## src/hdl/uce_pkg.sv

```systemverilog
package uce_pkg;

  typedef logic [31:0]  paddr_t;
  typedef logic [63:0]  dword_t;
  typedef logic [127:0] block_t;
  typedef logic [7:0]   index_t;
  typedef logic [2:0]   way_t;
  typedef logic [19:0]  ptag_t;
  typedef logic [3:0]   lce_id_t;

  // byte offset bits inside one block
  localparam int block_offset_w = 4;

  typedef enum logic [2:0]
  {
    e_size_1
    , e_size_2
    , e_size_4
    , e_size_8
    , e_size_16
  } msg_size_e;

  typedef enum logic [2:0]
  {
    e_req_miss_load
    , e_req_miss_store
    , e_req_uc_load
    , e_req_uc_store
    , e_req_clear
  } cache_req_type_e;

  typedef struct packed
  {
    cache_req_type_e msg_type;
    paddr_t          addr;
    msg_size_e       size;
    dword_t          data;
  } cache_req_s;

  typedef struct packed
  {
    way_t repl_way;
  } cache_req_meta_s;

  typedef enum logic [1:0]
  {
    e_mem_rd
    , e_mem_wr
    , e_mem_uc_rd
    , e_mem_uc_wr
  } mem_msg_type_e;

  typedef struct packed
  {
    mem_msg_type_e msg_type;
    paddr_t        addr;
    msg_size_e     size;
    way_t          way;
    lce_id_t       lce_id;
    block_t        data;
  } mem_msg_s;

  typedef enum logic {e_tag_set_clear, e_tag_set_tag} tag_op_e;
  typedef enum logic {e_coh_i, e_coh_m} coh_state_e;

  typedef struct packed
  {
    tag_op_e    opcode;
    index_t     index;
    way_t       way;
    ptag_t      tag;
    coh_state_e state;
  } tag_pkt_s;

  typedef enum logic {e_data_write, e_data_uncached} data_op_e;

  typedef struct packed
  {
    data_op_e opcode;
    index_t   index;
    way_t     way;
    block_t   data;
  } data_pkt_s;

  typedef enum logic {e_stat_set_clear} stat_op_e;

  typedef struct packed
  {
    stat_op_e opcode;
    index_t   index;
  } stat_pkt_s;

  typedef enum logic [2:0]
  {
    e_reset
    , e_clear
    , e_ready
    , e_send
    , e_fill_wait
    , e_uc_read_wait
  } ctrl_state_e;

endpackage

```

## src/hdl/uce_credit_counter.sv

```systemverilog
`timescale 1ns/10ps

module uce_credit_counter
  #(parameter int max_credits_p = 4)
  (input          clk_i
   , input        reset_i
   , input        cmd_fire_i
   , input        resp_yumi_i
   , output logic full_o
   , output logic empty_o
  );

  localparam int count_w_lp = $clog2(max_credits_p + 1);

  logic [count_w_lp-1:0] count_r;

  always_ff @(posedge clk_i)
  begin
    if (reset_i)
      count_r <= '0;
    else if (cmd_fire_i & ~resp_yumi_i)
      count_r <= count_r + 1'b1;
    else if (~cmd_fire_i & resp_yumi_i)
      count_r <= count_r - 1'b1;
  end

  assign full_o  = (count_r == count_w_lp'(max_credits_p));
  assign empty_o = (count_r == '0);

  // a command fired with no credit left
  a_no_overflow: assert property
    (@(posedge clk_i) disable iff (reset_i) (full_o & cmd_fire_i) |-> resp_yumi_i);

  // a response taken with nothing outstanding
  a_no_underflow: assert property
    (@(posedge clk_i) disable iff (reset_i) (empty_o & resp_yumi_i) |-> cmd_fire_i);

endmodule

```

## src/hdl/uce_ctrl.sv

```systemverilog
`timescale 1ns/10ps

module uce_ctrl
  #(parameter int sets_p  = 64
    , parameter int assoc_p = 8)
  (input                              clk_i
   , input                            reset_i
   , input  uce_pkg::lce_id_t         lce_id_i
   , input  uce_pkg::cache_req_s      req_i
   , input                            req_v_i
   , output logic                     req_yumi_o
   , output logic                     busy_o
   , output logic                     complete_o
   , input  uce_pkg::cache_req_s      held_req_i
   , input                            held_req_v_i
   , input  uce_pkg::cache_req_meta_s meta_i
   , input                            meta_v_i
   , input                            credits_full_i
   , input                            credits_empty_i
   , output uce_pkg::tag_pkt_s        tag_pkt_o
   , output logic                     tag_pkt_v_o
   , input                            tag_pkt_yumi_i
   , output uce_pkg::data_pkt_s       data_pkt_o
   , output logic                     data_pkt_v_o
   , input                            data_pkt_yumi_i
   , output uce_pkg::stat_pkt_s       stat_pkt_o
   , output logic                     stat_pkt_v_o
   , input                            stat_pkt_yumi_i
   , output uce_pkg::mem_msg_s        mem_cmd_o
   , output logic                     mem_cmd_v_o
   , input                            mem_cmd_ready_then_i
   , input  uce_pkg::mem_msg_s        mem_resp_i
   , input                            mem_resp_v_i
   , output logic                     mem_resp_yumi_o
  );

  import uce_pkg::*;

  localparam int index_w_lp = $clog2(sets_p);
  localparam int tag_lsb_lp = block_offset_w + index_w_lp;

  ctrl_state_e state_r, state_n;
  index_t      index_r;
  logic        index_up;
  logic        resp_yumi_lo;
  logic        cmd_seen_r;

  wire is_reset = (state_r == e_reset);
  wire is_clear = (state_r == e_clear);
  wire index_done = (index_r == index_t'(sets_p - 1));

  wire uc_store_v_li = req_v_i & (req_i.msg_type == e_req_uc_store);
  wire clear_v_li    = req_v_i & (req_i.msg_type == e_req_clear);

  wire miss_v_li    = held_req_v_i
                      & (held_req_i.msg_type inside {e_req_miss_load, e_req_miss_store});
  wire uc_load_v_li = held_req_v_i & (held_req_i.msg_type == e_req_uc_load);

  wire store_resp_v_li = mem_resp_v_i & (mem_resp_i.msg_type inside {e_mem_wr, e_mem_uc_wr});
  wire load_resp_v_li  = mem_resp_v_i & (mem_resp_i.msg_type inside {e_mem_rd, e_mem_uc_rd});

  // fill location comes from the response, not the held request
  wire index_t resp_index = index_t'(mem_resp_i.addr[block_offset_w +: index_w_lp]);
  wire ptag_t  resp_tag   = mem_resp_i.addr[tag_lsb_lp +: $bits(ptag_t)];

  // write acks are taken right away, in any state but reset
  assign mem_resp_yumi_o = resp_yumi_lo | (store_resp_v_li & ~is_reset);
  assign busy_o = is_reset | is_clear | credits_full_i;

  always_comb
  begin
    req_yumi_o       = 1'b0;
    complete_o       = 1'b0;
    index_up         = 1'b0;
    resp_yumi_lo     = 1'b0;
    tag_pkt_o        = '0;
    tag_pkt_v_o      = 1'b0;
    data_pkt_o       = '0;
    data_pkt_v_o     = 1'b0;
    stat_pkt_o       = '0;
    stat_pkt_v_o     = 1'b0;
    mem_cmd_o        = '0;
    mem_cmd_o.lce_id = lce_id_i;
    mem_cmd_v_o      = 1'b0;
    state_n          = state_r;

    unique case (state_r)
      e_reset:
        state_n = e_clear;
      e_clear:
      begin
        tag_pkt_o.opcode  = e_tag_set_clear;
        tag_pkt_o.index   = index_r;
        tag_pkt_v_o       = 1'b1;
        stat_pkt_o.opcode = e_stat_set_clear;
        stat_pkt_o.index  = index_r;
        stat_pkt_v_o      = 1'b1;
        index_up          = tag_pkt_yumi_i & stat_pkt_yumi_i;
        complete_o        = index_done & index_up;
        if (complete_o)
          state_n = e_ready;
      end
      e_ready:
      begin
        req_yumi_o = req_v_i & mem_cmd_ready_then_i & ~credits_full_i;
        if (uc_store_v_li)
        begin
          mem_cmd_o.msg_type = e_mem_uc_wr;
          mem_cmd_o.addr     = req_i.addr;
          mem_cmd_o.size     = req_i.size;
          mem_cmd_o.data     = block_t'(req_i.data);
          mem_cmd_v_o        = req_yumi_o;
        end
        else if (req_yumi_o)
          state_n = clear_v_li ? e_clear : e_send;
      end
      e_send:
      begin
        if (miss_v_li)
        begin
          mem_cmd_o.msg_type = e_mem_rd;
          mem_cmd_o.addr     = {held_req_i.addr[$bits(paddr_t)-1:block_offset_w],
                                block_offset_w'(0)};
          mem_cmd_o.size     = e_size_16;
          mem_cmd_o.way      = meta_i.repl_way;
          mem_cmd_v_o        = mem_cmd_ready_then_i & meta_v_i;
          if (mem_cmd_v_o)
            state_n = e_fill_wait;
        end
        else if (uc_load_v_li)
        begin
          mem_cmd_o.msg_type = e_mem_uc_rd;
          mem_cmd_o.addr     = held_req_i.addr;
          mem_cmd_o.size     = held_req_i.size;
          mem_cmd_v_o        = mem_cmd_ready_then_i;
          if (mem_cmd_v_o)
            state_n = e_uc_read_wait;
        end
      end
      e_fill_wait:
      begin
        // fill lands in M so no further coherence traffic is needed
        tag_pkt_o.opcode  = e_tag_set_tag;
        tag_pkt_o.index   = resp_index;
        tag_pkt_o.way     = mem_resp_i.way;
        tag_pkt_o.tag     = resp_tag;
        tag_pkt_o.state   = e_coh_m;
        tag_pkt_v_o       = load_resp_v_li;
        data_pkt_o.opcode = e_data_write;
        data_pkt_o.index  = resp_index;
        data_pkt_o.way    = mem_resp_i.way;
        data_pkt_o.data   = mem_resp_i.data;
        data_pkt_v_o      = load_resp_v_li;
        complete_o        = load_resp_v_li & tag_pkt_yumi_i & data_pkt_yumi_i;
        resp_yumi_lo      = complete_o;
        if (complete_o)
          state_n = e_ready;
      end
      e_uc_read_wait:
      begin
        data_pkt_o.opcode = e_data_uncached;
        data_pkt_o.data   = {($bits(block_t) / $bits(dword_t)){mem_resp_i.data[0 +: 64]}};
        data_pkt_v_o      = load_resp_v_li;
        complete_o        = load_resp_v_li & data_pkt_yumi_i;
        resp_yumi_lo      = complete_o;
        if (complete_o)
          state_n = e_ready;
      end
      default:
        state_n = e_reset;
    endcase
  end

  always_ff @(posedge clk_i)
  begin
    if (reset_i)
    begin
      state_r    <= e_reset;
      index_r    <= '0;
      cmd_seen_r <= 1'b0;
    end
    else
    begin
      state_r <= state_n;
      if (index_up)
        index_r <= index_done ? '0 : index_r + 1'b1;
      if (mem_cmd_v_o)
        cmd_seen_r <= 1'b1;
    end
  end

  a_state_legal: assert property
    (@(posedge clk_i) disable iff (reset_i)
     state_r inside {e_reset, e_clear, e_ready, e_send, e_fill_wait, e_uc_read_wait});

  // nothing can be outstanding before the first command goes out
  a_empty_until_first_cmd: assert property
    (@(posedge clk_i) disable iff (reset_i) !cmd_seen_r |-> credits_empty_i);

  a_fill_way_in_range: assert property
    (@(posedge clk_i) disable iff (reset_i)
     (mem_cmd_v_o && mem_cmd_o.msg_type == e_mem_rd) |-> (int'(mem_cmd_o.way) < assoc_p));

endmodule

```

## src/hdl/uce_req_capture.sv

```systemverilog
`timescale 1ns/10ps

module uce_req_capture
  (input                              clk_i
   , input                            reset_i
   , input  uce_pkg::cache_req_s      req_i
   , input                            accept_i
   , input                            complete_i
   , input  uce_pkg::cache_req_meta_s meta_i
   , input                            meta_v_i
   , output uce_pkg::cache_req_s      req_o
   , output logic                     req_v_o
   , output uce_pkg::cache_req_meta_s meta_o
   , output logic                     meta_v_o
  );

  import uce_pkg::*;

  // uncached stores leave in the accept cycle, nothing to hold
  wire hold_li = accept_i & (req_i.msg_type != e_req_uc_store);

  always_ff @(posedge clk_i)
  begin
    if (accept_i)
      req_o <= req_i;
    if (meta_v_i)
      meta_o <= meta_i;
  end

  always_ff @(posedge clk_i)
  begin
    if (reset_i)
    begin
      req_v_o  <= 1'b0;
      meta_v_o <= 1'b0;
    end
    else
    begin
      if (hold_li)
        req_v_o <= 1'b1;
      else if (complete_i)
        req_v_o <= 1'b0;
      // fresh metadata wins over the clear on accept
      if (meta_v_i)
        meta_v_o <= 1'b1;
      else if (accept_i)
        meta_v_o <= 1'b0;
    end
  end

  a_no_accept_while_held: assert property
    (@(posedge clk_i) disable iff (reset_i) accept_i |-> !req_v_o);

endmodule

```

## src/hdl/uce_top.sv

```systemverilog
`timescale 1ns/10ps

module uce_top
  #(parameter int sets_p          = 64
    , parameter int assoc_p       = 8
    , parameter int max_credits_p = 4)
  (input                              clk_i
   , input                            reset_i
   , input  uce_pkg::lce_id_t         lce_id_i
   , input  uce_pkg::cache_req_s      req_i
   , input                            req_v_i
   , output logic                     req_yumi_o
   , output logic                     busy_o
   , output logic                     complete_o
   , input  uce_pkg::cache_req_meta_s meta_i
   , input                            meta_v_i
   , output uce_pkg::tag_pkt_s        tag_pkt_o
   , output logic                     tag_pkt_v_o
   , input                            tag_pkt_yumi_i
   , output uce_pkg::data_pkt_s       data_pkt_o
   , output logic                     data_pkt_v_o
   , input                            data_pkt_yumi_i
   , output uce_pkg::stat_pkt_s       stat_pkt_o
   , output logic                     stat_pkt_v_o
   , input                            stat_pkt_yumi_i
   , output uce_pkg::mem_msg_s        mem_cmd_o
   , output logic                     mem_cmd_v_o
   , input                            mem_cmd_ready_then_i
   , input  uce_pkg::mem_msg_s        mem_resp_i
   , input                            mem_resp_v_i
   , output logic                     mem_resp_yumi_o
  );

  import uce_pkg::*;

  cache_req_s      held_req;
  logic            held_req_v;
  cache_req_meta_s held_meta;
  logic            held_meta_v;
  logic            credits_full;
  logic            credits_empty;

  uce_req_capture u_capture
    (.clk_i      (clk_i)
     ,.reset_i   (reset_i)
     ,.req_i     (req_i)
     ,.accept_i  (req_yumi_o)
     ,.complete_i(complete_o)
     ,.meta_i    (meta_i)
     ,.meta_v_i  (meta_v_i)
     ,.req_o     (held_req)
     ,.req_v_o   (held_req_v)
     ,.meta_o    (held_meta)
     ,.meta_v_o  (held_meta_v)
    );

  // commands only assert valid when ready_then is high, so valid is a fire
  uce_credit_counter #(.max_credits_p(max_credits_p)) u_credits
    (.clk_i       (clk_i)
     ,.reset_i    (reset_i)
     ,.cmd_fire_i (mem_cmd_v_o)
     ,.resp_yumi_i(mem_resp_yumi_o)
     ,.full_o     (credits_full)
     ,.empty_o    (credits_empty)
    );

  uce_ctrl #(.sets_p(sets_p), .assoc_p(assoc_p)) u_ctrl
    (.clk_i                (clk_i)
     ,.reset_i             (reset_i)
     ,.lce_id_i            (lce_id_i)
     ,.req_i               (req_i)
     ,.req_v_i             (req_v_i)
     ,.req_yumi_o          (req_yumi_o)
     ,.busy_o              (busy_o)
     ,.complete_o          (complete_o)
     ,.held_req_i          (held_req)
     ,.held_req_v_i        (held_req_v)
     ,.meta_i              (held_meta)
     ,.meta_v_i            (held_meta_v)
     ,.credits_full_i      (credits_full)
     ,.credits_empty_i     (credits_empty)
     ,.tag_pkt_o           (tag_pkt_o)
     ,.tag_pkt_v_o         (tag_pkt_v_o)
     ,.tag_pkt_yumi_i      (tag_pkt_yumi_i)
     ,.data_pkt_o          (data_pkt_o)
     ,.data_pkt_v_o        (data_pkt_v_o)
     ,.data_pkt_yumi_i     (data_pkt_yumi_i)
     ,.stat_pkt_o          (stat_pkt_o)
     ,.stat_pkt_v_o        (stat_pkt_v_o)
     ,.stat_pkt_yumi_i     (stat_pkt_yumi_i)
     ,.mem_cmd_o           (mem_cmd_o)
     ,.mem_cmd_v_o         (mem_cmd_v_o)
     ,.mem_cmd_ready_then_i(mem_cmd_ready_then_i)
     ,.mem_resp_i          (mem_resp_i)
     ,.mem_resp_v_i        (mem_resp_v_i)
     ,.mem_resp_yumi_o     (mem_resp_yumi_o)
    );

endmodule

```

## config.mk

```make
export PLATFORM = sky130hd
export DESIGN_NAME = uce_top
export DESIGN_NICKNAME = d
export VERILOG_FILES = /design/src/hdl/uce_pkg.sv /design/src/hdl/uce_credit_counter.sv /design/src/hdl/uce_ctrl.sv /design/src/hdl/uce_req_capture.sv /design/src/hdl/uce_top.sv
export SDC_FILE = /design/constraint.sdc
export NUM_CORES = 1
export LEC_CHECK = 0
export BUFFER_PORTS_ARGS = -buffer_cell sky130_fd_sc_hd__buf_2
export CAP_MARGIN = 20
export CORE_AREA = 5 5 248 250
export CTS_BUF_LIST = sky130_fd_sc_hd__clkbuf_4
export CTS_CLUSTER_SIZE = 8
export DETAILED_ROUTE_END_ITERATION = 8
export DIE_AREA = 0 0 253 255
export PLACE_DENSITY_LB_ADDON = 0.15
export SETUP_SLACK_MARGIN = 0.5
export SLEW_MARGIN = 20
export SYNTH_ARGS = -nofsm -noshare
export SYNTH_HDL_FRONTEND = slang
export SYNTH_SLANG_ARGS = --single-unit
```

## constraint.sdc

```tcl
create_clock -name clk_i -period 3.6 [get_ports clk_i]
set_input_delay 0.18 -clock clk_i [delete_from_list [all_inputs] [get_ports clk_i]]
set_output_delay 0.18 -clock clk_i [all_outputs]
set_load 0.03 [all_outputs]
```

==> flow_summary.ini <==
[layout]
area_growth_pct = 72.9
drive_gt1_frac = 0.506
fillers = 6843
post-route-util = 0.159
final_nets = 1501

[timing]
timing.fmax_ghz = 0.354
maxSlewHeadroom = 0.433
hold_viol_final = 0
slew_violations = 0
grt_setup_unrepaired = no
tns_ps = 0
skew_ps = 17.8
timing.final.crit_share = 0.785
worstMarginPinSlew_ps = 850
setup_viol = 0
min_period_ps = 2830

[clock_network]
clkSlewWorstSetupHoldPaths_ps = 110
post_cts_buffers = 0
clk_latency_ps = 440
cts_tree = done
cts_resized = 0
cts_num_sinks = 57
clock_path_buffers = 2
root_buffer = clkbuf_4
cts_htree_levels = 3
numCtsBuffers = 9

[routing]
routedWlPerCell_um = 16.9
ant_nets = 0
dr_wl_met3_um = 2710
drt-vias-per-instance = 3.25
wl_met2_um = 17000
first_pass_iters = 4
drt_iter0_drc = 236
vias = 6468
top_layer_used = met5
drc_errors = 0
wl_um = 33700
wl_met1_um = 13200

[synth]
netlist_area_um2 = 5390
ys_top_cells_by_count = and2_1 (173), nor2_1 (85), buf_4 (81)
synth_most_common_cell = and2_1
post_synth.cell_area_avg_um2 = 8.52
synthArstFlopShare = 0
yosys_warnings = 0
ys_seq_area_frac = 0.288
ys_seq_elements = 57
yosys.area.top_type = edfxtp_1
ys.flop_type = edfxtp_1
synth_cell_types = 52
synth_edf_count = 41
synth_cells = 633
synth_area_leaders = edfxtp_1 (23%), and2_1 (20%), mux2i_1 (12%)
synth_top_area_frac = 0.228

[critical_path]
critical_path_depth = 5
start_kind = flop
criticalPathCategory = reg -> out
crit_buf_inv = 3
worstPathRequired_ps = 3420
crit_top_cell = buf_4
crit_fanout = 48
cpPeakStageDelay_ps = 720
r2r_cells = 8
cp.arrival_ps = 2650
end_kind = primary output
cp_cell_sequence = buf_4 > buf_4 > mux2i_1 > nor2_1 > buf_2
worst_path_max_delay_cell = buf_4
crit_family = buffers and inverters

[die]
ioPinCount = 652
row_count = 89
die_w_um = 253
initial_core_util = 0.0917
die_area_um2 = 64500
core-area_um2 = 58800
die_h_um = 255

[status]
status = completed

[global_route]
grt_pass1_vias = 6666
globalRouteOverflowTotal = 0
grt_max_degree = 82
antenna_found_initial = 23
grt_pass1_wl_um = 45900
gr-usage-all-layers = 0.0952

[pwr]
power_leakage_nw = 5.11
max-vdd-ir-drop_v = 0.000109
p_per_area_nw_per_um2 = 170

[run]
maxCapViolCount = 0

[min_path]
whs_path_depth = 2
min_path_type = in -> reg

[placement]
dpl.hpwl_um = 29000
portBuffers = 562
finalWeightedCongestion = 0.774
## metrics by stage
| step | area (µm²) | total power, mW | instances | hold slack (ps) | setup slack [ps] |
|---|---|---|---|---|---|
| 2_1_floorplan | 5650 | 1.01 | 699 | 249 | 690 |
| 3_3_place_gp | 8780 | 1.15 | 1928 | 360 | 918 |
| 3_5_place_dp | 8780 | 1.15 | 1928 | 360 | 913 |
| 4_1_cts | 9310 | 1.65 | 1986 | 17.1 | 607 |
| 5_1_grt | 9320 | 1.70 | 1987 | 46.8 | 566 |
| 6_report | 9330 | 1.59 | 1991 | 98.3 | 773 |
## metal layers
layer / vias up / global-route usage
li1: 3136 / -
met1: 2918 / 0.113
met2: 362 / 0.171
met3: 50 / 0.0263
met4: 2 / 0.0238
met5: - / 0
## cells in the final DEF (no fill, tap or decap), types with 4 or more instances in the layout
cell	count
edfxtp_1	41
xor2_1	5
conb_1	67
buf_4	14
mux2i_1	66
clkinv_2	4
nand3_1	5
nor2_1	84
clkbuf_4	10
buf_2	562
a22o_1	34
a21oi_1	5
or2_2	7
dlygate4sd3_1	42
inv_1	5
and2_1	173
nand2_1	13
diode_2	5
dfxtp_1	15
o21ai_0	5
## power by group
group	total (mW)	switching, mW	internal [mW]
Sequential	0.713	0.00485	0.708
Combinational	0.452	0.254	0.198
Clock	0.422	0.276	0.145
Total	1.59	0.535	1.05
## state kept, by name, summed over array words and instances (netlist names)
register,cells
u_credits.count_r,3
u_capture.meta_o,3
u_capture.req_o,38
u_ctrl.state_r,3
u_capture.meta_v_o,1
u_ctrl.index_r,8
u_capture.req_v_o,1
## timing repair
item	in CTS	in global routing
hold buffers	42	0
endpoints found under the setup margin	0	0
endpoints found under the hold margin	44	0
## final timing paths
path	end	from	slack [ps]
setup reg to reg	u_credits.count_r[2]	u_ctrl.state_r[0]	960
hold / removal	u_ctrl.index_r[2]	reset_i	100
setup / recovery	data_pkt_o[69]	u_ctrl.state_r[0]	770
hold reg to reg	u_credits.count_r[2]	u_credits.count_r[2]	490
## cells by family (layout without fill, tap and decap cells)
group | Yosys count | after routing | share of synthesized area
flops | 57 | 57 | 0.288
xor+xnor | 7 | 7 | 0.0114
compound gates | 62 | 62 | 0.0972
buf+inv | 125 | 639 | 0.148
simple gates | 312 | 312 | 0.324
other cells | 1 | 72 | 0.000695
mux | 66 | 66 | 0.123
fa+ha+maj | 3 | 3 | 0.00835
## final cells by class
cell class | count | area [µm²] | area share
timing repair buffer | 618 | 3340 | 0.358
multi-input combinational | 517 | 3330 | 0.357
sequential | 57 | 1560 | 0.167
tap | 773 | 967 | 0.104
clock buffer | 10 | 75.1 | 0.00805
clock inverter | 6 | 32.5 | 0.00349
inverter | 5 | 18.8 | 0.00201
antenna | 5 | 12.5 | 0.00134
(Power assumes the default switching activity.)
